--- config.mk ---
export PLATFORM = sky130hd
export DESIGN_NAME = perf_counters
export DESIGN_NICKNAME = d
export VERILOG_FILES = /design/src/perf_pkg.sv /design/src/perf_counters.sv
export SDC_FILE = /design/constraint.sdc
export NUM_CORES = 2
export LEC_CHECK = 0
export ABC_CLOCK_PERIOD_IN_PS = 5100
export BUFFER_PORTS_ARGS = -buffer_cell sky130_fd_sc_hd__buf_2
export CORE_MARGIN = 2
export CORE_UTILIZATION = 37
export CTS_BUF_LIST = sky130_fd_sc_hd__clkbuf_8
export CTS_CLUSTER_DIAMETER = 50
export CTS_CLUSTER_SIZE = 24
export DETAILED_ROUTE_END_ITERATION = 10
export GPL_ROUTABILITY_DRIVEN = 0
export PLACE_DENSITY = 0.54
export SKIP_CTS_REPAIR_TIMING = 1
export SLEW_MARGIN = 5
export SYNTH_ARGS = -nofsm -noshare
export SYNTH_HDL_FRONTEND = slang
export SYNTH_SLANG_ARGS = --single-unit
--- constraint.sdc ---
create_clock -name clk_i -period 5.1 [get_ports clk_i]
set_clock_uncertainty 0.1 [all_clocks]
set_input_delay 0.255 -clock clk_i [delete_from_list [all_inputs] [get_ports clk_i]]
set_output_delay 0.255 -clock clk_i [all_outputs]
set_load 0.05 [all_outputs]
--- src/perf_pkg.sv ---
// Shared types and constants for the cache and counter complex
// Bus is Wishbone classic with word addresses, data is XLEN wide
// Counter registers are 32 bit, so each 64-bit counter has a low and a high half
// Only six counters are addressable, matching the six alias slots
package perf_pkg;

  localparam int unsigned XLEN   = 32; // Register and bus data width
  localparam int unsigned ADDR_W = 10; // Word address width

  // One Wishbone classic request, 45 bits
  typedef struct packed {
    logic              cyc;
    logic              stb;
    logic              we;
    logic [ADDR_W-1:0] adr;
    logic [XLEN-1:0]   dat;
  } wb_req_t;

  // Response, 33 bits
  typedef struct packed {
    logic            ack;
    logic [XLEN-1:0] dat;
  } wb_rsp_t;

  // Cache event strobes, one cycle each except flushing
  typedef struct packed {
    logic hit;
    logic miss;
    logic flushing;   // Level while lines are walked
    logic flush_done; // Pulse after last line
    logic write;
  } cache_evt_t;

  // Event selector codes, anything above WRITE counts nothing
  typedef enum logic [4:0] {
    NONE       = 5'd0,
    MISS       = 5'd1,
    HIT        = 5'd2,
    FLUSHING   = 5'd3,
    FLUSH_DONE = 5'd4,
    CYCLE      = 5'd5,
    CONFLICT   = 5'd6,
    WRITE      = 5'd7
  } ev_sel_e;

  // Counter low halves
  localparam logic [11:0] CSR_MHPM_COUNTER_3  = 12'hB03;
  localparam logic [11:0] CSR_MHPM_COUNTER_4  = 12'hB04;
  localparam logic [11:0] CSR_MHPM_COUNTER_5  = 12'hB05;
  localparam logic [11:0] CSR_MHPM_COUNTER_6  = 12'hB06;
  localparam logic [11:0] CSR_MHPM_COUNTER_7  = 12'hB07;
  localparam logic [11:0] CSR_MHPM_COUNTER_8  = 12'hB08;
  // Counter high halves
  localparam logic [11:0] CSR_MHPM_COUNTER_3H = 12'hB83;
  localparam logic [11:0] CSR_MHPM_COUNTER_4H = 12'hB84;
  localparam logic [11:0] CSR_MHPM_COUNTER_5H = 12'hB85;
  localparam logic [11:0] CSR_MHPM_COUNTER_6H = 12'hB86;
  localparam logic [11:0] CSR_MHPM_COUNTER_7H = 12'hB87;
  localparam logic [11:0] CSR_MHPM_COUNTER_8H = 12'hB88;
  // Event selectors
  localparam logic [11:0] CSR_MHPM_EVENT_3    = 12'h323;
  localparam logic [11:0] CSR_MHPM_EVENT_4    = 12'h324;
  localparam logic [11:0] CSR_MHPM_EVENT_5    = 12'h325;
  localparam logic [11:0] CSR_MHPM_EVENT_6    = 12'h326;
  localparam logic [11:0] CSR_MHPM_EVENT_7    = 12'h327;
  localparam logic [11:0] CSR_MHPM_EVENT_8    = 12'h328;
  // Read-only aliases, alias n mirrors the low half of counter n+1
  localparam logic [11:0] CSR_EVT_ALIAS_0     = 12'hC10;
  localparam logic [11:0] CSR_EVT_ALIAS_1     = 12'hC11;
  localparam logic [11:0] CSR_EVT_ALIAS_2     = 12'hC12;
  localparam logic [11:0] CSR_EVT_ALIAS_3     = 12'hC13;
  localparam logic [11:0] CSR_EVT_ALIAS_4     = 12'hC14;
  localparam logic [11:0] CSR_EVT_ALIAS_5     = 12'hC15;

endpackage

--- src/perf_counters.sv ---
// Six programmable 64-bit event counters with an SRAM-like register port
// Reads are combinational and writes land at the next edge
// A counter being written does not count in that cycle
// Counting stops while debug mode is high
// Unknown addresses read zero and ignore writes
`timescale 1ns/1ps

module perf_counters #(
  parameter int unsigned NumCounters = 6 // 1 to 6
) (
  input  logic                      clk_i,
  input  logic                      rst_ni,
  input  logic                      debug_mode_i,
  input  perf_pkg::cache_evt_t      cache_evt_i,
  input  logic                      conflict_i,
  input  logic [11:0]               addr_i,
  input  logic                      we_i,
  input  logic [perf_pkg::XLEN-1:0] data_i,
  output logic [perf_pkg::XLEN-1:0] data_o
);
  import perf_pkg::*;

  logic [63:0] cnt_q [1:NumCounters];
  logic [63:0] cnt_d [1:NumCounters];
  ev_sel_e     sel_q [1:NumCounters];
  ev_sel_e     sel_d [1:NumCounters];

  logic [NumCounters:1] evt; // Selected event per counter

  // Event mux
  always_comb begin
    for (int i = 1; i <= NumCounters; i++) begin
      case (sel_q[i])
        MISS:       evt[i] = cache_evt_i.miss;
        HIT:        evt[i] = cache_evt_i.hit;
        FLUSHING:   evt[i] = cache_evt_i.flushing;
        FLUSH_DONE: evt[i] = cache_evt_i.flush_done;
        CYCLE:      evt[i] = 1'b1; // Every clock
        CONFLICT:   evt[i] = conflict_i;
        WRITE:      evt[i] = cache_evt_i.write;
        default:    evt[i] = 1'b0; // NONE and spare codes
      endcase
    end
  end

  // Count first and let a register write override
  always_comb begin
    cnt_d = cnt_q;
    sel_d = sel_q;
    for (int i = 1; i <= NumCounters; i++) begin
      if (!debug_mode_i && evt[i]) begin
        cnt_d[i] = cnt_q[i] + 64'd1;
      end
      if (we_i) begin
        if (addr_i == CSR_MHPM_COUNTER_3 + 12'(i - 1)) begin
          cnt_d[i] = {cnt_q[i][63:32], data_i}; // Low half with high half kept
        end
        if (addr_i == CSR_MHPM_COUNTER_3H + 12'(i - 1)) begin
          cnt_d[i] = {data_i, cnt_q[i][31:0]};
        end
        if (addr_i == CSR_MHPM_EVENT_3 + 12'(i - 1)) begin
          sel_d[i] = ev_sel_e'(data_i[4:0]); // Upper bits dropped
        end
      end
    end
  end

  // Read decode
  always_comb begin
    data_o = '0;
    for (int i = 1; i <= NumCounters; i++) begin
      if (addr_i == CSR_MHPM_COUNTER_3 + 12'(i - 1)) begin
        data_o = cnt_q[i][31:0];
      end
      if (addr_i == CSR_MHPM_COUNTER_3H + 12'(i - 1)) begin
        data_o = cnt_q[i][63:32];
      end
      if (addr_i == CSR_MHPM_EVENT_3 + 12'(i - 1)) begin
        data_o = XLEN'(sel_q[i]);
      end
      if (addr_i == CSR_EVT_ALIAS_0 + 12'(i - 1)) begin
        data_o = cnt_q[i][31:0]; // Alias n is counter n+1
      end
    end
  end

  always_ff @(posedge clk_i or negedge rst_ni) begin
    if (!rst_ni) begin
      cnt_q <= '{default: '0};
      sel_q <= '{default: NONE};
    end else begin
      cnt_q <= cnt_d;
      sel_q <= sel_d;
    end
  end

endmodule

==> flow_summary.yaml <==
power_and_ir_drop:
  vdd_drop_max_v: 0.000178
  leakagePower_nw: 13.2
  cellPowerDensity_mw_per_mm2: 219
floorplanning:
  core_area_mm2: 0.0866
  die-area_mm2: 0.0897
  fp-row-count: 108
  ioPinCount: 86
  start_util_pct: 37.3
  die_h_um: 299
  die_x_um: 299
yosys:
  synth_top_flop_cell: "dfrtp_1"
  synth_area_leaders: "dfrtp_1 (32%), nand2_1 (5.7%), clkbuf_1 (4.1%)"
  yosysTopAreaCell: "dfrtp_1"
  synth_seq_cells: 414
  synth_edf_count: 0
  synthArstFlopShare_pct: 100
  ys_seq_area_share_pct: 32.1
  syn_area_mm2: 0.0323
  syn_inst: 4100
  synth_fp_nets: 4160
  avgSynthCellArea_um2: 7.88
  synth_top_area_share_pct: 32.1
  ys_types: 92
  yosys_warnings: 0
detailed_routing:
  totalWireLength_um: 169000
  wl_per_cell_um: 32.8
  drt_iter0_drc: 6405
  post-route-drc-count: 0
  num_vias: 36804
  first_pass_iters: 7
  drtAntennaViolNets: 0
  avgViaCountPerCell: 7.12
timing:
  finalSetupViolations: 0
  period_share_pct: 91.1
  setup_tns_ns: 0
  maxSlewHeadroom_pct: 14.5
  hold_violations: 0
  min_period_ns: 4.65
  setup_slack_ns: 0.454
  tightest_slew_ns: 1.28
  slew_violations: 0
  timing.fmax_ghz: 0.215
  grt_setup_unrepaired: "no"
critical_path:
  ff2ff_setup_slack_ns: 1.46
  cp.arrival_ns: 4.29
  critPathTopFamily: "compound AO/OA/AOI/OAI gates"
  criticalPathCategory: "in2out"
  crit_path_end: "data_o[0]"
  end_kind: "output port"
  max_stage_delay_ns: 1.02
  cp-startpoint: "addr_i[7]"
  r2r-end: "cnt_q[49]"
  startpoint_type: "input pin"
  r2r_cells: 7
  slowest_stage: "o21ai_0"
  r2r-start: "cnt_q[11]"
  path_cells: "buf_2 -> and3b_1 -> nand3_1 -> nor2_1 -> a222oi_1 -> nand3_1 -> o21ai_0 -> nand4_1 -> buf_2"
  path_max_fanout: 9
  crit_required_ns: 4.74
  path_depth: 9
  worst-path-buf-inv: 2
global_route:
  grt_pass1_vias: 32658
  gr-usage-all-layers_pct: 36.7
  antenna_found_initial: 10
  grt_max_degree: 122
  grt_overflow: 0
  grt_pass1_wl_um: 242000
final_layout:
  fin_util_pct: 41.0
  drive_gt1_share_pct: 11.1
  layoutNonFillerInstCount: 5171
  area_delta_synth_final_pct: 9.94
  final_area_mm2: 0.0355
  num-nets-final: 4006
flow_run:
  max-cap-violations: 0
min_path:
  hold_class: "in2async"
clocking:
  cts_tree: "built"
  clock_latency_ns: 0.75
  numClockSinks: 414
  clkSlewWorstSetupHoldPaths_ns: 0.08
  htreeDepth: 3
  clk_path_buf_depth: 3
  root_buffer: "clkbuf_8"
  cts_buffers: 76
placement:
  place_inst: 5021
  io_buffers: 85
  postPlaceCellArea_mm2: 0.0337
  place_ws_ns: 0.811
  dpl.hpwl_um: 115000
status:
  status: "finished clean"
-- registers in the layout, indices dropped and copies added (netlist names) --
register  flops
sel_q        30
cnt_q       384
-- cells in the mapped netlist (all sizes together), types with 9 or more instances --
cell type  instances
inv               48
mux2i             82
and3              76
dfrtp            414
o221ai            76
clkbuf           351
xnor2            101
a222oi             9
a211o             16
nand2            489
o211a             11
nor4              66
a221oi            92
a22o              40
o22ai            152
a21o              14
nand4            125
or3               26
a22oi            121
or4               15
or2               11
o21ai            257
o311ai            58
a41oi             17
nor2             240
o31ai             11
a32oi             27
a21oi            207
and2              24
xor2              61
and4              32
buf               74
a31oi             62
nor3             150
nand3            235
o22a              19
o21a              12
mux2              34
a211oi            23
o211ai            56
nand4b            11
a221o             42
-- worst min-delay path by stage --
stage,startpoint,endpoint,cells past startpoint
after CTS,rst_ni,cnt_q[159],1
after global routing,data_i[26],cnt_q[282],3
after detailed placement,rst_ni,cnt_q[169],1
final,rst_ni,cnt_q[159],2
after global placement,rst_ni,cnt_q[169],1
after floorplan,rst_ni,cnt_q[0],0
-- layout make-up --
class                   count  area [µm²]
diodes                      8        20.0
clock buffers              80        1100
clock inverters            60         688
fillers                  8711       51100
inverters                  48         185
multi-input cells        3213       20300
flip-flops and latches    414       10400
well taps                1155        1450
repair buffers            193        1430
-- report_power, final --
group          total, mW  switching, mW  internal (mW)  leakage, nW
clock               3.97           1.87           2.10        0.896
combinational      0.464          0.395         0.0695         6.77
sequential          3.34         0.0436           3.30         5.57
total               7.77           2.31           5.46         13.2
-- cell families after synthesis --
family                   count (synthesis)  synth area share [%]
AND/OR/NAND/NOR                       1548                  24.0
AO/OA/AOI/OAI                         1381                  29.9
XOR/XNOR                               162                  4.39
flip-flops                             414                  32.1
adder cells (fa/ha/maj)                  6                 0.232
buffers and inverters                  473                  5.69
multiplexers                           116                  3.73
-- cell usage in the layout (no fill, tap or decap), types with 76 or more instances in the layout --
master,count
mux2i_1,82
nand3_1,235
buf_4,102
o22ai_1,152
nor3_1,134
a22oi_1,121
dfrtp_1,414
o221ai_1,76
a21oi_1,206
nand2_1,484
nand4_1,125
a221oi_1,91
clkbuf_8,80
and3_1,76
o21ai_0,256
nor2_1,224
xnor2_1,101
-- routing by layer --
layer	global-route usage [%]	vias to the layer above	wire (µm)
li1	-	15576	-
met1	49.4	17901	66500
met2	49.5	2725	66600
met3	13.3	596	23500
met4	22.9	6	12700
met5	0.159	-	31
-- worst register-to-register path, stage by stage, from the launching register on --
cell	delay, ns
dfrtp_1	0.56
nand4_1	0.19
nor3_1	0.56
nand4_1	0.74
nor3_1	0.84
nand2_1	0.15
xnor2_1	0.15
o221a_2	0.24
-- per-stage QoR --
stage	total power, mW	hold slack, ns
final	7.77	0.00751
after floorplan	3.52	-0.141
after detailed placement	3.84	0.244
after global routing	7.94	0.00137
after global placement	3.84	0.245
after CTS	7.76	-0.511
(Power assumes the default switching activity.)
