===== config.mk =====
export PLATFORM = sky130hd
export DESIGN_NAME = wb_arbiter
export DESIGN_NICKNAME = d
export VERILOG_FILES = /design/src/perf_pkg.sv /design/src/wb_arbiter.sv
export SDC_FILE = /design/constraint.sdc
export NUM_CORES = 1
export LEC_CHECK = 0
export ABC_AREA = 1
export BUFFER_PORTS_ARGS = -buffer_cell sky130_fd_sc_hd__buf_2
export CAP_MARGIN = 30
export CORE_AREA = 3 3 91 93
export DETAILED_ROUTE_END_ITERATION = 16
export DIE_AREA = 0 0 94 96
export PLACE_DENSITY = 0.65
export SLEW_MARGIN = 20
export SYNTH_ARGS = -nofsm -noshare
export SYNTH_HDL_FRONTEND = slang
export SYNTH_SLANG_ARGS = --single-unit
export TNS_END_PERCENT = 10

===== constraint.sdc =====
create_clock -name clk_i -period 2.43 [get_ports clk_i]
set_clock_uncertainty 0.05 [all_clocks]
set_input_delay 0.1215 -clock clk_i [delete_from_list [all_inputs] [get_ports clk_i]]
set_output_delay 0.1215 -clock clk_i [all_outputs]
set_load 0.005 [all_outputs]

===== src/perf_pkg.sv =====
// Shared types and constants for the cache and counter complex
// Bus is Wishbone classic with word addresses, data is XLEN wide
// Counter registers are 32 bit, so each 64-bit counter has a low and a high half
// Only six counters are addressable, matching the six alias slots
package perf_pkg;

  localparam int unsigned XLEN   = 32; // Register and bus data width
  localparam int unsigned ADDR_W = 10; // Word address width

  // One Wishbone classic request, 45 bits
  typedef struct packed {
    logic              cyc;
    logic              stb;
    logic              we;
    logic [ADDR_W-1:0] adr;
    logic [XLEN-1:0]   dat;
  } wb_req_t;

  // Response, 33 bits
  typedef struct packed {
    logic            ack;
    logic [XLEN-1:0] dat;
  } wb_rsp_t;

  // Cache event strobes, one cycle each except flushing
  typedef struct packed {
    logic hit;
    logic miss;
    logic flushing;   // Level while lines are walked
    logic flush_done; // Pulse after last line
    logic write;
  } cache_evt_t;

  // Event selector codes, anything above WRITE counts nothing
  typedef enum logic [4:0] {
    NONE       = 5'd0,
    MISS       = 5'd1,
    HIT        = 5'd2,
    FLUSHING   = 5'd3,
    FLUSH_DONE = 5'd4,
    CYCLE      = 5'd5,
    CONFLICT   = 5'd6,
    WRITE      = 5'd7
  } ev_sel_e;

  // Counter low halves
  localparam logic [11:0] CSR_MHPM_COUNTER_3  = 12'hB03;
  localparam logic [11:0] CSR_MHPM_COUNTER_4  = 12'hB04;
  localparam logic [11:0] CSR_MHPM_COUNTER_5  = 12'hB05;
  localparam logic [11:0] CSR_MHPM_COUNTER_6  = 12'hB06;
  localparam logic [11:0] CSR_MHPM_COUNTER_7  = 12'hB07;
  localparam logic [11:0] CSR_MHPM_COUNTER_8  = 12'hB08;
  // Counter high halves
  localparam logic [11:0] CSR_MHPM_COUNTER_3H = 12'hB83;
  localparam logic [11:0] CSR_MHPM_COUNTER_4H = 12'hB84;
  localparam logic [11:0] CSR_MHPM_COUNTER_5H = 12'hB85;
  localparam logic [11:0] CSR_MHPM_COUNTER_6H = 12'hB86;
  localparam logic [11:0] CSR_MHPM_COUNTER_7H = 12'hB87;
  localparam logic [11:0] CSR_MHPM_COUNTER_8H = 12'hB88;
  // Event selectors
  localparam logic [11:0] CSR_MHPM_EVENT_3    = 12'h323;
  localparam logic [11:0] CSR_MHPM_EVENT_4    = 12'h324;
  localparam logic [11:0] CSR_MHPM_EVENT_5    = 12'h325;
  localparam logic [11:0] CSR_MHPM_EVENT_6    = 12'h326;
  localparam logic [11:0] CSR_MHPM_EVENT_7    = 12'h327;
  localparam logic [11:0] CSR_MHPM_EVENT_8    = 12'h328;
  // Read-only aliases, alias n mirrors the low half of counter n+1
  localparam logic [11:0] CSR_EVT_ALIAS_0     = 12'hC10;
  localparam logic [11:0] CSR_EVT_ALIAS_1     = 12'hC11;
  localparam logic [11:0] CSR_EVT_ALIAS_2     = 12'hC12;
  localparam logic [11:0] CSR_EVT_ALIAS_3     = 12'hC13;
  localparam logic [11:0] CSR_EVT_ALIAS_4     = 12'hC14;
  localparam logic [11:0] CSR_EVT_ALIAS_5     = 12'hC15;

endpackage


===== src/wb_arbiter.sv =====
// Round-robin arbiter for two Wishbone classic masters onto one slave
// Masters must hold a request stable until acked
// Grant is picked combinationally while idle so the slave sees stb without delay
// Port 0 wins the first contended decision after reset
`timescale 1ns/1ps

module wb_arbiter (
  input  logic              clk_i,
  input  logic              rst_ni,
  input  perf_pkg::wb_req_t m0_req_i,
  input  perf_pkg::wb_req_t m1_req_i,
  output perf_pkg::wb_rsp_t m0_rsp_o,
  output perf_pkg::wb_rsp_t m1_rsp_o,
  output perf_pkg::wb_req_t s_req_o,
  input  perf_pkg::wb_rsp_t s_rsp_i,
  output logic              conflict_o
);
  import perf_pkg::*;

  logic busy_q;  // Grant locked until ack
  logic gnt_q;   // Granted port while busy
  logic last_q;  // Port served last
  logic req0;
  logic req1;
  logic pick;    // Choice when idle
  logic sel;     // Port currently on the bus

  assign req0 = m0_req_i.cyc & m0_req_i.stb;
  assign req1 = m1_req_i.cyc & m1_req_i.stb;

  // Alternate on contention, else take whoever asks
  always_comb begin
    if (req0 && req1) begin
      pick = ~last_q;
    end else begin
      pick = req1; // Falls to port 0 when nobody asks
    end
  end

  assign sel = busy_q ? gnt_q : pick;

  assign s_req_o = sel ? m1_req_i : m0_req_i;

  // Only the granted port sees ack
  assign m0_rsp_o = '{ack: s_rsp_i.ack & ~sel, dat: s_rsp_i.dat};
  assign m1_rsp_o = '{ack: s_rsp_i.ack & sel, dat: s_rsp_i.dat};

  // One pulse per contended decision, busy drops the next cycle
  assign conflict_o = ~busy_q & req0 & req1;

  always_ff @(posedge clk_i or negedge rst_ni) begin
    if (!rst_ni) begin
      busy_q <= 1'b0;
      gnt_q  <= 1'b0;
      last_q <= 1'b1; // Makes port 0 the first pick
    end else if (!busy_q) begin
      if (req0 || req1) begin
        busy_q <= 1'b1;
        gnt_q  <= pick;
      end
    end else if (s_rsp_i.ack) begin
      busy_q <= 1'b0; // Re-arbitrate next cycle
      last_q <= gnt_q;
    end
  end

endmodule


==> results of run 1 <==
stage by stage:
| step | setup slack (ns) | hold slack (ns) | instances | area [um^2] |
|---|---|---|---|---|
| CTS | 0.340 | 0.148 | 407 | 1690 |
| global placement | 0.559 | -0.130 | 402 | 1640 |
| global route | 0.188 | 0.173 | 407 | 1690 |
| floorplan | 1.15 | -0.224 | 236 | 1400 |
| finish | 0.361 | 0.152 | 407 | 1690 |
| detailed placement | 0.573 | -0.131 | 402 | 1640 |
sequential cells by signal, summed over array words and instances, names as in the netlist:
register	count
busy_q	1
last_q	1
gnt_q	1
Yosys cell counts:
| master | number |
|---|---|
| nand2_1 | 95 |
| buf_4 | 68 |
| nand3_1 | 38 |
| nand3_2 | 8 |
| buf_6 | 5 |
| buf_2 | 4 |
| inv_1 | 3 |
| dfrtp_1 | 2 |
| nand2_4 | 2 |
| nor2_1 | 2 |
| o21ai_0 | 2 |
| a21oi_1 | 1 |
| a21oi_4 | 1 |
| buf_12 | 1 |
| dfstp_2 | 1 |
| nand2_2 | 1 |
| nor2_2 | 1 |
| o211ai_1 | 1 |
layer usage:
metal / track usage / vias up / wire length (um)
met2: 0.157 / 69 / 2350
li1: - / 820 / -
met5: 0 / - / 0
met4: 0.0457 / 0 / 127
met3: 0.0203 / 18 / 382
met1: 0.108 / 692 / 1790
tightest hold or removal path, delay by kind of cell:
family	cells	cell delay, ns
compound gates	1	0.09
buf+inv	1	0.11
simple gates	1	0.08
worst max path at each step:
stage | to | slack, ns | cells past startpoint
floorplan | s_req_o[16] | 1.15 | 6
global placement | s_req_o[1] | 0.56 | 6
global route | s_req_o[39] | 0.19 | 6
detailed placement | s_req_o[1] | 0.57 | 6
finish | s_req_o[1] | 0.36 | 6
CTS | s_req_o[1] | 0.34 | 6
power by group through the flow:
stage	sequential (W)	combinational (W)	clock (W)
3_3_place_gp	0.0000800	0.000597	0
4_1_cts	0.0000806	0.000609	0.000148
2_1_floorplan	0.0000786	0.000449	0
6_report	0.0000810	0.000601	0.000145
5_1_grt	0.0000824	0.000686	0.000155
3_5_place_dp	0.0000810	0.000606	0
kinds of logic (layout without fill, tap and decap cells):
logic type | count (synthesis) | in the layout
DFF | 3 | 3
AOI/OAI and AO/OA | 5 | 5
buffers and inverters | 81 | 150
and+or+nand+nor | 147 | 147
layout make-up:
type	instances	share of cell area
repair buffers	143	0.428
multi-input cells	152	0.418
well taps	102	0.0753
flip-flops and latches	3	0.0451
clock buffers	4	0.0266
inverters	3	0.00665
==> results.toml, run 1 <==
[logic_synthesis]
synth_top_area_frac = 0.364
synth_top_family_by_area = "simple AND/OR/NAND/NOR gates"
yosys.area_share.simple = 0.477
ys_ff_latch = 3
synthTopCellsByArea = "buf_4 36%, nand2_1 25%, nand3_1 14%"
syn_nets = 361
synth_top_area_cell = "buf_4"
synth_warnings = 0
synth.avg_cell_area_um2 = 5.94
synthesis.instances = 236
synthXorXnorAreaFrac = 0
synth_compound_area_frac = 0.0277
synth_area_um2 = 1400
synthMuxAreaShare = 0
synthDistinctLibCells = 18
yosysSeqAreaShare = 0.0544
synth_fa_ha_area_frac = 0

[worst_hold_path]
holdPathEnd = "last_q"
hp-start = "s_rsp_i[32]"
hold_depth = 3
hold_class = "in -> reg"

[worst_setup_path]
cp-startpoint = "last_q"
critPathBufInv = 2
r2r-end = "gnt_q"
worstPathRequired_ns = 2.26
slowest_stage = "dfstp_2"
crit_chain = "nand3_1 > nand2_4 > buf_4 > nand3_1 > nand2_1 > buf_2"
r2r_cells = 3
ff2ff_setup_slack_ns = 1.13
max_stage_delay_ns = 0.52
cp-start-kind = "flip-flop"
crit_fanout = 31
crit_type = "reg -> out"
crit_top_cell = "nand3_1"
cp-end-kind = "output port"
cp.arrival_ns = 1.90
r2r-start = "last_q"
cpLargestDelayFamily = "simple AND/OR/NAND/NOR gates"

[clock_network]
post_cts_resized = 0
cts-root-buf = "clkbuf_8"
cts_made_buffers = 3
cts_setup_buffers = 0
cts_tree = "built"
clock-sinks = 3
cts.reportedPaths.clkPinSlew_ns = 0.03
clk_latency_ns = 0.22
clk_path_buf_depth = 2
h-tree-depth = 1
cts_hold_buf = 1

[pwr]
power_frac_comb = 0.727
seq_power_share = 0.098
vdd_ir_drop_max_mv = 0.315
power_frac_clock = 0.175
sw_frac_of_total = 0.457
p_leak_nw = 1.08
power.switching_w = 0.000378
p_int_w = 0.000448
p_per_area_nw_per_um2 = 488
finalPower_w = 0.000826

[die]
die-height_um = 96
die-area_um2 = 9020
die_w_um = 94
rows = 32
start_util = 0.184
io_pins = 237
core_area_um2 = 7610

[routing]
first_pass_iters = 4
antenna_left = 0
wire_per_inst_um = 11.4
via_count = 1599
wirelength_mm = 4.65
drtIter0Drc = 42
drc = 0
via_per_inst = 3.93

[global_route]
grt_antenna_before_repair = 0
grt_pass1_vias = 1423
grt-ovfl-total = 0
grt_usage = 0.0918
grt_max_degree = 47
grt_pass1_wl_mm = 6.73

[finish]
nets = 431
fillers = 888
antenna_cells = 0
regArea_um2 = 76.3
drive_gt1_frac = 0.521
area_delta_synth_final_pct = 20.8
multi_input_area_um2 = 708
most-common-layout-cells = "140 x buf_2, 95 x nand2_1, 38 x nand3_1, 8 x nand3_2"
final_common_cell = "buf_2"
final_util = 0.223

[timing]
fin_tns_setup_ns = 0
finalWorstPathRequiredPeriod_ns = 2.07
setup_viol = 0
rsz0062_at_grt = "false"
hold_viol_final = 0
timing.fmax_mhz = 483
tightest_slew_ns = 0.494
drv_slew = 0
slew_headroom = 0.671
period_share = 0.852

[placement]
routabilityCongestion = 0.752
dpl.hpwl_mm = 3.68
numPortBuffers = 140

[job]
cap_violations = 0

[outcome]
outcome = "finished clean"
Power figures use the tool's default switching activity.
==> run 2, diff against run 1 <==
--- a/config.mk
+++ b/config.mk
@@ -11,6 +11,7 @@
 export CORE_AREA = 3 3 91 93
 export DETAILED_ROUTE_END_ITERATION = 16
 export DIE_AREA = 0 0 94 96
+export MAX_ROUTING_LAYER = met4
 export PLACE_DENSITY = 0.65
 export SLEW_MARGIN = 20
 export SYNTH_ARGS = -nofsm -noshare
==> run 2 against run 1 <==
  * First-iteration DRC count decreased by 2.4%
  * Non-clock buffer count unchanged
  * Worst hold slack hardly changed
  * Highest routed layer unchanged
  * Critical path type unchanged
  * Sequential power about the same
  * Register-to-register slack about the same
  * Die area is the same
  * Power about the same
  * Fmax barely moved
  * Largest power group unchanged
  * Flip-flop and latch count did not move
  * Utilization unchanged
  * Critical endpoint unchanged
  * Routed wire length about the same
  * Setup slack hardly changed
==> results.toml, run 2 (synthesis results as in run 1) <==
[outcome]
outcome = "finished clean"

[worst_setup_path]
r2r-start = "last_q"
slowest_stage = "dfstp_2"
max_stage_delay_ns = 0.52
crit_chain = "nand3_1 > nand2_4 > buf_4 > nand3_1 > nand2_1 > buf_2"
cp-startpoint = "last_q"
worstPathRequired_ns = 2.26
cp-end-kind = "output port"
crit_top_cell = "nand3_1"
cp-start-kind = "flip-flop"
crit_fanout = 31
cp.arrival_ns = 1.90
crit_type = "reg -> out"

[finish]
most-common-layout-cells = "140 x buf_2, 95 x nand2_1, 38 x nand3_1, 8 x nand3_2"
antenna_cells = 0
final_common_cell = "buf_2"
reg_top3 = "busy_q: 1 flops, gnt_q: 1 flops, last_q: 1 flops"
drive_gt1_frac = 0.521
fillers = 888
nets = 431
area_delta_synth_final_pct = 20.8

[placement]
routabilityCongestion = 0.762
place_ws_ns = 0.573
numPortBuffers = 140
dpl.hpwl_mm = 3.68

[global_route]
grt_antenna_before_repair = 0
grt_pass1_vias = 1423
grt_usage = 0.0944
grt_pass1_wl_mm = 6.73
grt_max_degree = 47
grt-ovfl-total = 0

[clock_network]
cts_setup_buffers = 0
clk_path_buf_depth = 2
cts_tree = "built"
h-tree-depth = 1
cts_hold_buf = 1
cts.reportedPaths.clkPinSlew_ns = 0.03
clock-sinks = 3
post_cts_resized = 0
cts-root-buf = "clkbuf_8"
cts_made_buffers = 3
clk_latency_ns = 0.22

[timing]
hold_viol_final = 0
fin_ws_ns = 0.360
rsz0062_at_grt = "false"
whs_ns = 0.152
slew_headroom = 0.671
tightest_slew_ns = 0.494
timing.fmax_mhz = 483
fin_tns_setup_ns = 0
drv_slew = 0
period_share = 0.852
setup_viol = 0
finalWorstPathRequiredPeriod_ns = 2.07

[pwr]
p_leak_nw = 1.08
power.switching_w = 0.000378
p_int_w = 0.000448
p_per_area_nw_per_um2 = 488
sw_frac_of_total = 0.457
power_frac_comb = 0.727
finalPower_w = 0.000826
power_frac_clock = 0.175
vdd_ir_drop_max_mv = 0.315
seq_power_share = 0.098

[worst_hold_path]
hp-start = "s_rsp_i[32]"
hold_class = "in -> reg"

[routing]
wirelength_mm = 4.65
via_count = 1600
wire_per_inst_um = 11.4
drc = 0
drtIter0Drc = 41
first_pass_iters = 4
via_per_inst = 3.93
antenna_left = 0

[die]
die-height_um = 96
core_area_um2 = 7610
rows = 32
start_util = 0.184
die-area_um2 = 9020
die_w_um = 94
io_pins = 237

[job]
cap_violations = 0
run 2: cell counts in the layout (fill, tap and decap cells not counted):
No cell type changed its count.
run 2: area by class of cell:
cell class	instances	area (um^2)	area share
inverter	3	11.3	0.00665
multi-input combinational	152	708	0.418
sequential	3	76.3	0.0451
tap	102	128	0.0753
clock buffer	4	45.0	0.0266
timing repair buffer	143	726	0.428
run 2: worst paths after layout:
check                             end  slack (ns)  depth (start not counted)
max                        s_req_o[1]        0.36                          6
min                            last_q        0.15                          3
max reg2reg                     gnt_q        1.13                          3
min reg2reg                    last_q        0.46                          2
max in group asynchronous      last_q        1.94                          2
min in group asynchronous       gnt_q        0.19                          2
run 2: worst max-delay path: cells and delay by family (launching register included):
kind                   cells  cell delay, ns
AND/OR/NAND/NOR            4            0.69
flip-flops                 1            0.52
buffers and inverters      2            0.45
run 2: layer usage:
metal / vias to the layer above / global-route usage / part of all wire
li1: 820 / - / -
met1: 693 / 0.109 / 0.39
met2: 69 / 0.157 / 0.51
met3: 18 / 0.0188 / 0.081
met4: 0 / 0.0457 / 0.027
met5: - / - / 0
run 2: power groups by stage:
stage / Sequential [W] / Clock (W) / Combinational, W
after floorplan: 0.0000786 / 0 / 0.000449
after global placement: 0.0000800 / 0 / 0.000597
after detailed placement: 0.0000810 / 0 / 0.000606
after CTS: 0.0000806 / 0.000148 / 0.000609
after global routing: 0.0000824 / 0.000155 / 0.000686
final: 0.0000810 / 0.000145 / 0.000601
run 2: stage by stage:
| step | utilization | cells | area, um^2 |
|---|---|---|---|
| floorplan | - | 236 | 1400 |
| global placement | 0.215 | 402 | 1640 |
| detailed placement | 0.215 | 402 | 1640 |
| CTS | 0.223 | 407 | 1690 |
| global route | 0.223 | 407 | 1690 |
| finish | 0.223 | 407 | 1690 |
==> run 3, diff against run 2 <==
--- a/config.mk
+++ b/config.mk
@@ -8,11 +8,12 @@
 export ABC_AREA = 1
 export BUFFER_PORTS_ARGS = -buffer_cell sky130_fd_sc_hd__buf_2
 export CAP_MARGIN = 30
-export CORE_AREA = 3 3 91 93
+export CORE_AREA = 3 3 90 92
+export CTS_BUF_LIST = sky130_fd_sc_hd__clkbuf_4
 export DETAILED_ROUTE_END_ITERATION = 16
-export DIE_AREA = 0 0 94 96
+export DIE_AREA = 0 0 93 95
 export MAX_ROUTING_LAYER = met4
-export PLACE_DENSITY = 0.65
+export PLACE_DENSITY = 0.66
 export SLEW_MARGIN = 20
 export SYNTH_ARGS = -nofsm -noshare
 export SYNTH_HDL_FRONTEND = slang
==> run 3 against run 2 <==
  * Sequential share of layout area is essentially flat
  * Final cell count fell by 0.49%
  * Non-clock buffer count rose by 1
  * Critical path type unchanged
  * Setup slack gained 0.092 ns
  * First-iteration DRC count shrank 4.9%
  * Utilization rose by 0.81 points
==> results.toml, run 3 (synthesis results as in run 1) <==
[worst_setup_path]
crit_top_cell = "nand3_1"
max_stage_delay_ns = 0.52
cpLargestDelayFamily = "buffers and inverters"
critPathBufInv = 2
crit_type = "reg -> out"
crit_chain = "nand3_1 > nand2_4 > buf_4 > nand3_1 > nand2_1 > buf_2"
slowest_stage = "dfstp_2"
cp-start-kind = "flip-flop"
worstPathRequired_ns = 2.26
cp.arrival_ns = 1.81
crit_fanout = 41
cp-end-kind = "output port"

[global_route]
grt_usage = 0.0962
grt-ovfl-total = 0
grt_pass1_vias = 1466
grt_max_degree = 47
grt_pass1_wl_mm = 6.73
grt_antenna_before_repair = 0

[die]
rows = 31
die_w_um = 93
die-height_um = 95
start_util = 0.192
core_area_um2 = 7290
die-area_um2 = 8840
io_pins = 237

[clock_network]
clock-sinks = 3
clk_path_buf_depth = 2
post_cts_resized = 0
cts-root-buf = "clkbuf_4"
cts_made_buffers = 3
h-tree-depth = 1
cts.reportedPaths.clkPinSlew_ns = 0.04
cts_tree = "built"
cts_setup_buffers = 0
clk_latency_ns = 0.23

[pwr]
power.switching_w = 0.000370
p_per_area_nw_per_um2 = 466
vdd_ir_drop_max_mv = 0.217
p_int_w = 0.000413
p_leak_nw = 1.08
sw_frac_of_total = 0.473
power_frac_clock = 0.128
finalPower_w = 0.000784
seq_power_share = 0.103
power_frac_comb = 0.769

[outcome]
outcome = "finished clean"

[routing]
wirelength_mm = 4.68
drtIter0Drc = 39
first_pass_iters = 4
via_count = 1609
drc = 0
antenna_left = 0
wire_per_inst_um = 11.6
via_per_inst = 3.97

[finish]
most-common-layout-cells = "140 x buf_2, 95 x nand2_1, 38 x nand3_1, 8 x nand3_2, 4 x clkbuf_4"
drive_gt1_frac = 0.526
final_common_cell = "buf_2"
fin_area_um2 = 1680
nets = 432
reg_top3 = "busy_q: 1 flops, gnt_q: 1 flops, last_q: 1 flops"
area_delta_synth_final_pct = 20.0
stdcell_count = 405
antenna_cells = 0

[placement]
numPortBuffers = 140
postPlaceCellArea_um2 = 1640
routabilityCongestion = 0.781
dpl.hpwl_mm = 3.76
dp.cells = 400

[timing]
whs_ns = 0.118
timing.fmax_mhz = 506
slew_headroom = 0.668
drv_slew = 0
period_share = 0.814
fin_tns_setup_ns = 0
hold_viol_final = 0
tightest_slew_ns = 0.498
setup_viol = 0
rsz0062_at_grt = "false"
finalWorstPathRequiredPeriod_ns = 1.98

[job]
cap_violations = 0

[worst_hold_path]
hold_class = "in -> reg"
-- run 3: cell types whose count changed in the layout (fill, tap and decap cells not counted), sizes merged --
cell,previous run,this run
buf,142,143
-- run 3: worst min-delay path, delay by kind of cell --
kind	cells	cell delay (ns)
AO/OA/AOI/OAI	1	0.08
buffers and inverters	1	0.11
AND/OR/NAND/NOR	1	0.08
-- run 3: power groups by stage --
stage               Combinational [W]  Sequential, W  Clock, W
global route                 0.000687      0.0000832  0.000107
CTS                          0.000616      0.0000809  0.000105
finish                       0.000603      0.0000808  0.000100
global placement             0.000602      0.0000797         0
floorplan                    0.000449      0.0000786         0
detailed placement           0.000612      0.0000814         0
-- run 3: stage by stage --
step           worst slack, ns   util
2_1_floorplan             1.15      -
3_3_place_gp             0.676  0.225
3_5_place_dp             0.667  0.225
4_1_cts                  0.412  0.231
5_1_grt                  0.274  0.231
6_report                 0.453  0.231
-- run 3: area by class of cell --
type	count	area [um^2]
tap	99	124
sequential	3	76.3
timing repair buffer	144	733
fill	857	5610
inverter	3	11.3
clock buffer	4	30.0
multi-input combinational	152	708
-- run 3: worst paths after layout --
path                        startpoint         end  slack (ns)  depth (start not counted)
setup / recovery                last_q  s_req_o[5]        0.45                          6
hold / removal             s_rsp_i[32]      last_q        0.12                          3
setup reg to reg                last_q       gnt_q        1.36                          3
hold reg to reg                 last_q      last_q        0.45                          2
max in group asynchronous       rst_ni      last_q        1.97                          2
min in group asynchronous       rst_ni      busy_q        0.16                          2
-- run 3: repair_timing --
item	CTS	global route
setup endpoints to repair	0	0
hold endpoints to repair	3	0
hold buffers	1	0
-- run 3: layer usage --
metal  global-route usage  vias up  share of wire
met5                    -        -              0
met4               0.0598        0          0.042
met3               0.0175       26          0.082
met2                0.160       75           0.48
met1                0.107      689           0.39
li1                     -      819              -
