File: src/perf_pkg.sv
// Shared types and constants for the cache and counter complex
// Bus is Wishbone classic with word addresses, data is XLEN wide
// Counter registers are 32 bit, so each 64-bit counter has a low and a high half
// Only six counters are addressable, matching the six alias slots
package perf_pkg;

  localparam int unsigned XLEN   = 32; // Register and bus data width
  localparam int unsigned ADDR_W = 10; // Word address width

  // One Wishbone classic request, 45 bits
  typedef struct packed {
    logic              cyc;
    logic              stb;
    logic              we;
    logic [ADDR_W-1:0] adr;
    logic [XLEN-1:0]   dat;
  } wb_req_t;

  // Response, 33 bits
  typedef struct packed {
    logic            ack;
    logic [XLEN-1:0] dat;
  } wb_rsp_t;

  // Cache event strobes, one cycle each except flushing
  typedef struct packed {
    logic hit;
    logic miss;
    logic flushing;   // Level while lines are walked
    logic flush_done; // Pulse after last line
    logic write;
  } cache_evt_t;

  // Event selector codes, anything above WRITE counts nothing
  typedef enum logic [4:0] {
    NONE       = 5'd0,
    MISS       = 5'd1,
    HIT        = 5'd2,
    FLUSHING   = 5'd3,
    FLUSH_DONE = 5'd4,
    CYCLE      = 5'd5,
    CONFLICT   = 5'd6,
    WRITE      = 5'd7
  } ev_sel_e;

  // Counter low halves
  localparam logic [11:0] CSR_MHPM_COUNTER_3  = 12'hB03;
  localparam logic [11:0] CSR_MHPM_COUNTER_4  = 12'hB04;
  localparam logic [11:0] CSR_MHPM_COUNTER_5  = 12'hB05;
  localparam logic [11:0] CSR_MHPM_COUNTER_6  = 12'hB06;
  localparam logic [11:0] CSR_MHPM_COUNTER_7  = 12'hB07;
  localparam logic [11:0] CSR_MHPM_COUNTER_8  = 12'hB08;
  // Counter high halves
  localparam logic [11:0] CSR_MHPM_COUNTER_3H = 12'hB83;
  localparam logic [11:0] CSR_MHPM_COUNTER_4H = 12'hB84;
  localparam logic [11:0] CSR_MHPM_COUNTER_5H = 12'hB85;
  localparam logic [11:0] CSR_MHPM_COUNTER_6H = 12'hB86;
  localparam logic [11:0] CSR_MHPM_COUNTER_7H = 12'hB87;
  localparam logic [11:0] CSR_MHPM_COUNTER_8H = 12'hB88;
  // Event selectors
  localparam logic [11:0] CSR_MHPM_EVENT_3    = 12'h323;
  localparam logic [11:0] CSR_MHPM_EVENT_4    = 12'h324;
  localparam logic [11:0] CSR_MHPM_EVENT_5    = 12'h325;
  localparam logic [11:0] CSR_MHPM_EVENT_6    = 12'h326;
  localparam logic [11:0] CSR_MHPM_EVENT_7    = 12'h327;
  localparam logic [11:0] CSR_MHPM_EVENT_8    = 12'h328;
  // Read-only aliases, alias n mirrors the low half of counter n+1
  localparam logic [11:0] CSR_EVT_ALIAS_0     = 12'hC10;
  localparam logic [11:0] CSR_EVT_ALIAS_1     = 12'hC11;
  localparam logic [11:0] CSR_EVT_ALIAS_2     = 12'hC12;
  localparam logic [11:0] CSR_EVT_ALIAS_3     = 12'hC13;
  localparam logic [11:0] CSR_EVT_ALIAS_4     = 12'hC14;
  localparam logic [11:0] CSR_EVT_ALIAS_5     = 12'hC15;

endpackage

File: src/dcache_lite.sv
// Direct-mapped write-through data cache with one word per line
// NumLines must be a power of two and at least 2
// Writes never allocate but a write hit updates the line as well as RAM
// Read hit acks one cycle after stb and a miss or write one cycle after the RAM ack
// Requests wait without ack while a flush walks every line
`timescale 1ns/1ps

module dcache_lite #(
  parameter int unsigned NumLines = 16
) (
  input  logic                 clk_i,
  input  logic                 rst_ni,
  input  perf_pkg::wb_req_t    req_i,
  output perf_pkg::wb_rsp_t    rsp_o,
  output perf_pkg::wb_req_t    mem_req_o,
  input  perf_pkg::wb_rsp_t    mem_rsp_i,
  input  logic                 flush_i,
  output perf_pkg::cache_evt_t evt_o
);
  import perf_pkg::*;

  localparam int unsigned IdxW = $clog2(NumLines);
  localparam int unsigned TagW = ADDR_W - IdxW;

  typedef enum logic [2:0] {
    S_IDLE,
    S_COMPARE,
    S_REFILL,
    S_WTHRU,
    S_FLUSH
  } state_e;

  state_e state_q;

  logic [TagW-1:0]     tag_q [NumLines];
  logic [XLEN-1:0]     data_q [NumLines];
  logic [NumLines-1:0] valid_q;

  logic [IdxW-1:0] idx;
  logic [TagW-1:0] tag;
  logic            req_valid;
  logic            hit;
  logic            mem_busy;
  logic            ack_q;        // Ack for refill and write-through
  logic [IdxW-1:0] flush_idx_q;
  logic            flush_pend_q; // Flush asked while busy
  logic            flush_done_q;

  assign idx       = req_i.adr[IdxW-1:0];
  assign tag       = req_i.adr[ADDR_W-1:IdxW];
  assign req_valid = req_i.cyc & req_i.stb;
  assign hit       = valid_q[idx] && (tag_q[idx] == tag);

  // RAM access starts in COMPARE so the refill costs only the RAM wait state
  assign mem_busy = (state_q == S_COMPARE && (req_i.we || !hit)) ||
                    state_q == S_REFILL || state_q == S_WTHRU;

  assign mem_req_o = '{
    cyc: mem_busy,
    stb: mem_busy,
    we:  req_i.we,
    adr: req_i.adr,
    dat: req_i.dat
  };

  // Read data straight from the array
  assign rsp_o = '{
    ack: ack_q | (state_q == S_COMPARE && !req_i.we && hit),
    dat: data_q[idx]
  };

  assign evt_o = '{
    hit:        state_q == S_COMPARE && !req_i.we && hit,
    miss:       state_q == S_COMPARE && !req_i.we && !hit,
    flushing:   state_q == S_FLUSH,
    flush_done: flush_done_q,
    write:      state_q == S_COMPARE && req_i.we
  };

  always_ff @(posedge clk_i or negedge rst_ni) begin
    if (!rst_ni) begin
      state_q      <= S_IDLE;
      valid_q      <= '0; // All lines invalid
      ack_q        <= 1'b0;
      flush_idx_q  <= '0;
      flush_pend_q <= 1'b0;
      flush_done_q <= 1'b0;
    end else begin
      ack_q        <= 1'b0; // Pulses only
      flush_done_q <= 1'b0;
      if (flush_i) begin
        flush_pend_q <= 1'b1;
      end
      case (state_q)
        S_IDLE: begin
          if (flush_pend_q || flush_i) begin // Flush beats a new request
            state_q      <= S_FLUSH;
            flush_idx_q  <= '0;
            flush_pend_q <= 1'b0;
          end else if (req_valid && !ack_q) begin // Skip the request just acked
            state_q <= S_COMPARE;
          end
        end
        S_COMPARE: begin
          if (req_i.we) begin
            state_q <= S_WTHRU;
          end else if (hit) begin
            state_q <= S_IDLE;
          end else begin
            state_q <= S_REFILL;
          end
        end
        S_REFILL: begin
          if (mem_rsp_i.ack) begin
            valid_q[idx] <= 1'b1;
            ack_q        <= 1'b1;
            state_q      <= S_IDLE;
          end
        end
        S_WTHRU: begin
          if (mem_rsp_i.ack) begin
            ack_q   <= 1'b1;
            state_q <= S_IDLE;
          end
        end
        S_FLUSH: begin
          valid_q[flush_idx_q] <= 1'b0; // One line per cycle
          flush_idx_q          <= flush_idx_q + 1'b1;
          if (flush_idx_q == IdxW'(NumLines - 1)) begin
            flush_done_q <= 1'b1;
            state_q      <= S_IDLE;
          end
        end
        default: state_q <= S_IDLE;
      endcase
    end
  end

  // Line payload and tag
  always_ff @(posedge clk_i) begin
    if (state_q == S_COMPARE && req_i.we && hit) begin
      data_q[idx] <= req_i.dat; // Keep line in step with RAM
    end
    if (state_q == S_REFILL && mem_rsp_i.ack) begin
      data_q[idx] <= mem_rsp_i.dat;
      tag_q[idx]  <= tag;
    end
  end

endmodule

File: config.mk
export PLATFORM = sky130hd
export DESIGN_NAME = dcache_lite
export DESIGN_NICKNAME = d
export VERILOG_FILES = /design/src/perf_pkg.sv /design/src/dcache_lite.sv
export SDC_FILE = /design/constraint.sdc
export NUM_CORES = 1
export LEC_CHECK = 0
export BUFFER_PORTS_ARGS = -buffer_cell sky130_fd_sc_hd__buf_4
export CORE_UTILIZATION = 35
export DETAILED_ROUTE_END_ITERATION = 16
export PLACE_DENSITY = 0.55
export REMOVE_ABC_BUFFERS = 1
export SYNTH_ARGS = -nofsm -noshare
export SYNTH_HDL_FRONTEND = slang
export SYNTH_SLANG_ARGS = --single-unit
File: constraint.sdc
create_clock -name clk_i -period 10.3 [get_ports clk_i]
set_clock_uncertainty 0.15 [all_clocks]
set_input_delay 2.06 -clock clk_i [delete_from_list [all_inputs] [get_ports clk_i]]
set_output_delay 2.06 -clock clk_i [all_outputs]
set_load 0.02 [all_outputs]
==> results of run 1 <==
logic make-up after synthesis:
kind of cell,after synthesis,share of synthesized area [%]
compound gates,73,2.017
xor+xnor,4,0.1381
fa+ha+maj,4,0.1973
buf+inv,118,2.712
flops,634,74.53
mux,206,17.02
simple gates,203,3.383
final cells by class:
class / instances / area, µm² / area share [%]
diodes: 1 / 2.502 / 0.008456
repair buffers: 189 / 1430 / 4.833
flip-flops and latches: 634 / 18910 / 63.89
clock buffers: 90 / 1879 / 6.350
inverters: 8 / 30.03 / 0.1015
well taps: 950 / 1189 / 4.017
clock inverters: 33 / 227.7 / 0.7695
multi-input cells: 490 / 5927 / 20.03
where the power goes:
part	switching [mW]	leakage, nW	internal, mW
combinational	0.358	2.86	0.205
sequential	0.0368	5.81	2.95
clock	0.973	1.03	1.34
total	1.37	9.70	4.50
final timing paths:
check                                   from              to  slack, ns  cells after the start
worst max-delay path               req_i[32]   mem_req_o[44]       3.45                      9
worst min-delay path              valid_q[8]      valid_q[8]       0.34                      1
worst max register to register  tag_q[15][5]  data_q[13][16]       6.21                      8
worst min register to register    valid_q[8]      valid_q[8]       0.34                      1
max in group asynchronous             rst_ni      valid_q[1]       8.52                      1
min in group asynchronous             rst_ni    flush_done_q       1.22                      1
state kept, by name, summed over array words and instances, names as in the netlist:
signal,count
ack_q,1
data_q,512
flush_done_q,1
flush_idx_q,4
flush_pend_q,1
state_q,3
tag_q,96
valid_q,16
placed cells by master, fill, tap and decap left out, types with 4 or more instances in the layout:
master	count
buf_4	187
inv_1	8
clkbuf_1	17
and2_1	4
and3_1	6
a21oi_4	16
clkbuf_16	72
nand2_1	129
a21oi_1	6
dfrtp_1	26
o21ai_0	12
nand3_1	9
a22oi_1	7
edfxtp_1	608
mux4_2	180
mux2i_1	22
a31oi_1	9
ha_1	4
nor2b_1	9
clkinv_2	10
clkinv_1	15
nor2_1	35
metal layers:
metal / up-vias / part of all wire, % / track usage (%)
met5: - / 0.035 / 0
met2: 292 / 51 / 27.98
met3: 70 / 4.1 / 2.663
met1: 6612 / 43 / 21.41
met4: 4 / 1.6 / 4.391
li1: 5322 / - / -
per-stage QoR:
stage | setup slack [ns] | utilization [%]
2_1_floorplan | 4.200 | -
3_3_place_gp | 3.350 | 38.38
3_5_place_dp | 3.337 | 38.38
4_1_cts | 3.338 | 41.32
5_1_grt | 3.238 | 41.32
6_report | 3.448 | 41.33
critical path, stage by stage:
cell	delay, ns
buf_8	0.40
mux4_2	0.60
xnor2_1	0.22
o22a_1	0.20
o2111ai_1	0.12
a21oi_2	0.30
nand2_1	0.17
o31a_1	0.28
buf_4	0.16
==> out/results.md, run 1 <==
• **Yosys top cell by area** edfxtp_1
• **deepest level of the CTS H-tree** 3
• **Total Routed Length** 59.48 mm
• **post-synth top area share** 71.96%
• **most frequently used flop master after synthesis** edfxtp_1
• **DR vias** 12,300
• **portion of the post-synthesis area used by sequential elements** 74.53%
• **count of cells resized by post-cts repair** 0
• **kind of end point of the critical path** primary output
• **CP required** 8.09 ns
• **Post-CTS Hold Fix Bufs** 0
• **number of DRC markers after the initial detailed-route iteration** 1,032
• **Setup Fix Bufs, Post-CTS** 0
• **non-filler instance count after layout** 2,395
• **Area after DPL** 0.02748 mm²
• **Arrival @ worst endpoint** 4.64 ns
• **min Tclk post-route** 6.852 ns
• **maximum ir drop on the vdd rail** 133.4 µV
• **number of design rule violations left after detail routing** 0
• **final estimated routing congestion in global placement** 0.7488
• **LEAKAGE** 9.699 nW
• **leading post-synthesis cells by cell area** edfxtp_1 (72%), mux4_2 (16%), dfrtp_1 (2.6%)
• **synthesized flop and latch total** 634
• **max-slew violation total from the final report** 0
• **cell chosen for the clock root** clkbuf_16
• **area of the core** 0.07161 mm²
• **proportion of register bits with asynchronous set or reset after synthesis** 4.101%
• **Final Hold Slack** 0.3393 ns
• **overall power** 5.864 mW
• **critical path start-end classification** in -> out
• **initial antenna violation count** 2
• **drt pass-1 iters** 5
• **CTS tree** done
• **top-count cell post-synth** edfxtp_1
• **EDFF count, synth** 608
• **Pwr Density** 198.1 mW/mm²
• **Syn Area/Cell** 20.43 µm²
• **result of the run** finished, final reports clean
• **maximum number of pins on one net before global-route repair** 61
• **height of the die** 271.2 µm
• **RSZ-0062 raised after global routing** no
• **signed area change from the synthesized netlist to the final layout** 16.64%
• **final critical-path share of the clock period** 66.52%
• **final hold viol count** 0
• **Worst-Margin Slew** 0.9250 ns
• **Critical Path Start Type** input pin
• **hpwl dp** 31.04 mm
• **number of sinks on the clock net** 634
• **net count of the finished layout** 1,478
• **post-route standard cell area excluding fillers** 0.02959 mm²
• **Fillers** 6,378
• **Yosys warnings** 0
• **initial standard-cell utilization of the core** 35.43%
• **post-synthesis cell count** 1,242
• **number of port buffers** 163
• **distinct cell type count after synthesis** 46
• **path category of the worst min-delay check** reg -> reg
• **grt total ovfl** 0
• **maximum net fanout on the critical path** 54
• **via density per instance** 5.136
• **cell count after placement** 2,271
• **overall die area** 0.07357 mm²
• **Netlist Area Pre-Place** 0.02537 mm²
• **total routing resource utilization after global routing** 16.28%
• **site row count** 98
• **Wirelength per Cell** 24.84 µm
• **ratio of cells with drive above 1 in the final layout** 33.73%
• **IO Count** 164
• **total negative setup slack** 0 ns
• **Clock transition at path regs** 0.06 ns
• **most numerous cell types in the synthesized netlist** edfxtp_1 (608), mux4_2 (180), nand2_1 (129), buf_4 (49), nor2_1 (36)
• **Worst slew margin** 38.33%
• **count of max-cap constraint violations** 0
• **buffers from clock root to sink, at most** 3
• **horizontal die dimension** 271.2 µm
• **number of global-route vias before repair** 12,867
• **Max Fclk** 145.9 MHz
• **clk_lat worst skew** 0.60 ns
• **final setup violating endpoints** 0
• **wire length of the first global-routing pass** 86.47 mm
• **number of buffers added by the clock tree synthesis step** 70
• **remaining antenna violation count** 0
No activity file was read; power rests on OpenSTA's default activity.
==> inputs of run 2 (changes only) <==
--- a/config.mk
+++ b/config.mk
@@ -5,10 +5,11 @@
 export SDC_FILE = /design/constraint.sdc
 export NUM_CORES = 1
 export LEC_CHECK = 0
+export ABC_AREA = 1
 export BUFFER_PORTS_ARGS = -buffer_cell sky130_fd_sc_hd__buf_4
 export CORE_UTILIZATION = 35
 export DETAILED_ROUTE_END_ITERATION = 16
-export PLACE_DENSITY = 0.55
+export PLACE_DENSITY = 0.57
 export REMOVE_ABC_BUFFERS = 1
 export SYNTH_ARGS = -nofsm -noshare
 export SYNTH_HDL_FRONTEND = slang
==> constraint.sdc (replaced) <==
create_clock -name clk_i -period 5.86 [get_ports clk_i]
set_clock_uncertainty 0.15 [all_clocks]
set_input_delay 1.172 -clock clk_i [delete_from_list [all_inputs] [get_ports clk_i]]
set_output_delay 1.172 -clock clk_i [all_outputs]
set_load 0.02 [all_outputs]
==> run 2 against run 1 <==
Combinational power rose by 87%. Hold slack got worse by 0.023 ns. Non-clock buffer count rose by 14. Critical path type unchanged.
==> out/results.md, run 2 <==
• **Netlist Area Pre-Place** 0.02499 mm², was 0.02537 mm²
• **overall die area** 0.07246 mm², was 0.07357 mm²
• **deepest level of the CTS H-tree** 3, unchanged
• **CP required** 4.54 ns, was 8.09 ns
• **final setup violating endpoints** 0, unchanged
• **post-synthesis cell count** 1,785, was 1,242
• **result of the run** finished, final reports clean, unchanged
• **largest registers in the final layout** data_q x512, tag_q x96, valid_q x16, unchanged
• **number of DRC markers after the initial detailed-route iteration** 1,482, was 1,032
• **maximum ir drop on the vdd rail** 215.8 µV, was 133.4 µV
• **number of sinks on the clock net** 634, unchanged
• **min Tclk post-route** 5.011 ns
• **most frequent cells in the layout** edfxtp_1 (608), nand2_1 (387), a22oi_1 (256), was edfxtp_1 (608), buf_4 (187), mux4_2 (180)
• **clk_lat worst skew** 0.61 ns, was 0.60 ns
• **Multi-input gate area** 0.005213 mm², was 0.005927 mm²
• **start of the worst register-to-register path** state_q[2], was tag_q[15][5]
• **buffers from clock root to sink, at most** 3, unchanged
• **synthesized flop and latch total** 634, unchanged
• **portion of the post-synthesis area used by sequential elements** 75.67%, was 74.53%
• **Setup Fix Bufs, Post-CTS** 0, unchanged
• **Top cell by count, worst path** buf_4
• **final critical-path share of the clock period** 85.51%
• **Worst-Margin Slew** 1.091 ns, was 0.9250 ns
• **area of the core** 0.07039 mm², was 0.07161 mm²
• **DR vias** 15,295, was 12,300
• **Largest register FFs** 512, unchanged
• **Pwr Density** 350.3 mW/mm², was 198.1 mW/mm²
• **metal3 WL** 4.244 mm, was 2.436 mm
• **cell chosen for the clock root** clkbuf_16, unchanged
• **initial antenna violation count** 0, was 2
• **critical path start-end classification** in -> out, unchanged
• **final estimated routing congestion in global placement** 0.7743, was 0.7488
• **Fillers** 6,465, was 6,378
• **site row count** 97, was 98
• **overall power** 10.25 mW, was 5.864 mW
• **worst setup timing slack at the placement stage** 0.9865 ns, was 3.337 ns
• **final hold viol count** 0, unchanged
• **most frequently used flop master after synthesis** edfxtp_1, unchanged
• **Wirelength per Cell** 22.67 µm, was 24.84 µm
• **Arrival @ worst endpoint** 3.69 ns, was 4.64 ns
• **drt pass-1 iters** 5, unchanged
• **count of cells resized by post-cts repair** 0, unchanged
• **cell count after placement** 2,783, was 2,271
• **sequential cell area** 0.01891 mm², unchanged
• **leading post-synthesis cells by cell area** edfxtp_1 (73%), a22oi_1 (7.7%), nand2_1 (5.9%), was edfxtp_1 (72%), mux4_2 (16%), dfrtp_1 (2.6%)
• **kind of end point of the critical path** primary output, unchanged
• **post-synth top area share** 73.07%, was 71.96%
• **Most flops, register** data_q, unchanged
• **Total Routed Length** 65.70 mm, was 59.48 mm
• **Critical Path Start Type** input pin, unchanged
• **count of max-cap constraint violations** 0, unchanged
• **horizontal die dimension** 269.2 µm, was 271.2 µm
• **ratio of cells with drive above 1 in the final layout** 16.40%, was 33.73%
• **Post-Route M1 WL** 28.20 mm, was 25.79 mm
• **max layer used** met4, was met5
• **total routing resource utilization after global routing** 17.89%, was 16.28%
• **path category of the worst min-delay check** in -> async, was reg -> reg
• **Yosys top cell by area** edfxtp_1, unchanged
• **IO Count** 164, unchanged
• **cell family with most CP delay** buffers and inverters, was compound AO/OA/AOI/OAI gates
• **Final Hold Slack** 0.3166 ns, was 0.3393 ns
• **critical path startpoint** req_i[33], was req_i[32]
• **number of design rule violations left after detail routing** 0, unchanged
• **grt total ovfl** 0, unchanged
• **signed area change from the synthesized netlist to the final layout** 17.10%, was 16.64%
• **Post-CTS Hold Fix Bufs** 0, unchanged
• **height of the die** 269.2 µm, was 271.2 µm
• **via density per instance** 5.278, was 5.136
• **LEAKAGE** 10.09 nW, was 9.699 nW
• **wire length of the first global-routing pass** 97.41 mm, was 86.47 mm
• **number of global-route vias before repair** 15,117, was 12,867
• **Max stage delay on crit path** 0.66 ns, was 0.60 ns
• **net count of the finished layout** 1,996, was 1,478
• **most numerous cell types in the synthesized netlist** edfxtp_1 (608), nand2_1 (390), a22oi_1 (256), a21oi_1 (145), clkbuf_1 (57), was edfxtp_1 (608), mux4_2 (180), nand2_1 (129), buf_4 (49), nor2_1 (36)
• **Clock transition at path regs** 0.06 ns, about the same
• **top-count cell post-synth** edfxtp_1, unchanged
• **most common cell after layout, fill and taps aside** edfxtp_1, unchanged
• **number of buffers added by the clock tree synthesis step** 66, was 70
• **standard cell with the maximum stage delay on the critical path** or4_1, was mux4_2
• **Syn Area/Cell** 14.00 µm², was 20.43 µm²
• **EDFF count, synth** 608, unchanged
• **sequence of cells on the critical path** buf_4, inv_2, nor2_4, buf_12, a22oi_1, a21oi_1, or4_1, buf_4, was buf_8, mux4_2, xnor2_1, o22a_1, o2111ai_1, a21oi_2, nand2_1, o31a_1, buf_4
• **remaining antenna violation count** 0, unchanged
• **number of port buffers** 163, unchanged
• **Yosys warnings** 0, unchanged
• **distinct cell type count after synthesis** 30, was 46
• **maximum net fanout on the critical path** 128, was 54
• **initial standard-cell utilization of the core** 35.50%, was 35.43%
• **count of buffer and inverter cells on the critical path** 4, was 2
• **Max Fclk** 199.6 MHz
• **Worst Setup Slack, final** 0.8493 ns, was 3.448 ns
• **CTS tree** done, unchanged
• **Worst slew margin** 26.98%, was 38.33%
• **max-slew violation total from the final report** 0, unchanged
• **detailed-routed wire length on met2** 32.35 mm, was 30.26 mm
• **maximum number of pins on one net before global-route repair** 129, was 61
• **RSZ-0062 raised after global routing** no, unchanged
• **hpwl dp** 33.29 mm, was 31.04 mm
• **proportion of register bits with asynchronous set or reset after synthesis** 4.101%, unchanged
• **non-filler instance count after layout** 2,898, was 2,395
## run 2: cell families after synthesis
| logic type | Yosys count | synth area share, % |
|---|---|---|
| DFF | 634 | 75.67 |
| and+or+nand+nor | 499 | 8.257 |
| AOI/OAI and AO/OA | 442 | 11.71 |
| buffers and inverters | 205 | 4.126 |
| adders and majority gates | 4 | 0.2003 |
| xor gates and xnor gates | 1 | 0.03506 |
## run 2: per-stage QoR
stage               area, µm²  setup TNS [ns]  utilization, %
global route            29260               0           41.56
CTS                     29260               0           41.56
detailed placement      27250               0           38.71
global placement        27250               0           38.71
finish                  29260               0           41.56
floorplan               24180         -417.38               -
## run 2: path summary, 6_finish.rpt
check / endpoint / slack [ns] / cells past startpoint
min in group clk_i: valid_q[11] / 0.36 / 2
max in group asynchronous: valid_q[7] / 4.96 / 1
min: ack_q / 0.32 / 1
min reg2reg: valid_q[11] / 0.36 / 2
max reg2reg: data_q[3][28] / 2.41 / 7
max: rsp_o[13] / 0.85 / 8
## run 2: cell type report
class                           instances  area share (%)
Sequential cell                       634           64.63
Timing Repair Buffer                  203           5.893
Multi-Input combinational cell        946           17.82
Antenna cell                            1        0.008553
Inverter                               60          0.7783
Tap cell                              940           4.020
Clock inverter                         30          0.9109
Clock buffer                           84           5.949
## run 2: per-layer routing
layer,vias up,global-route usage [%]
met1,7729,24.50
li1,6922,-
met3,70,3.055
met2,574,29.90
met4,0,3.549
met5,-,0
## run 2: where the power goes
group          internal [mW]  leakage (nW)  switching, mW  total, mW
clock network           2.25         0.976           1.72       3.96
registers               5.20          5.79         0.0359       5.24
logic                  0.290          3.32          0.760       1.05
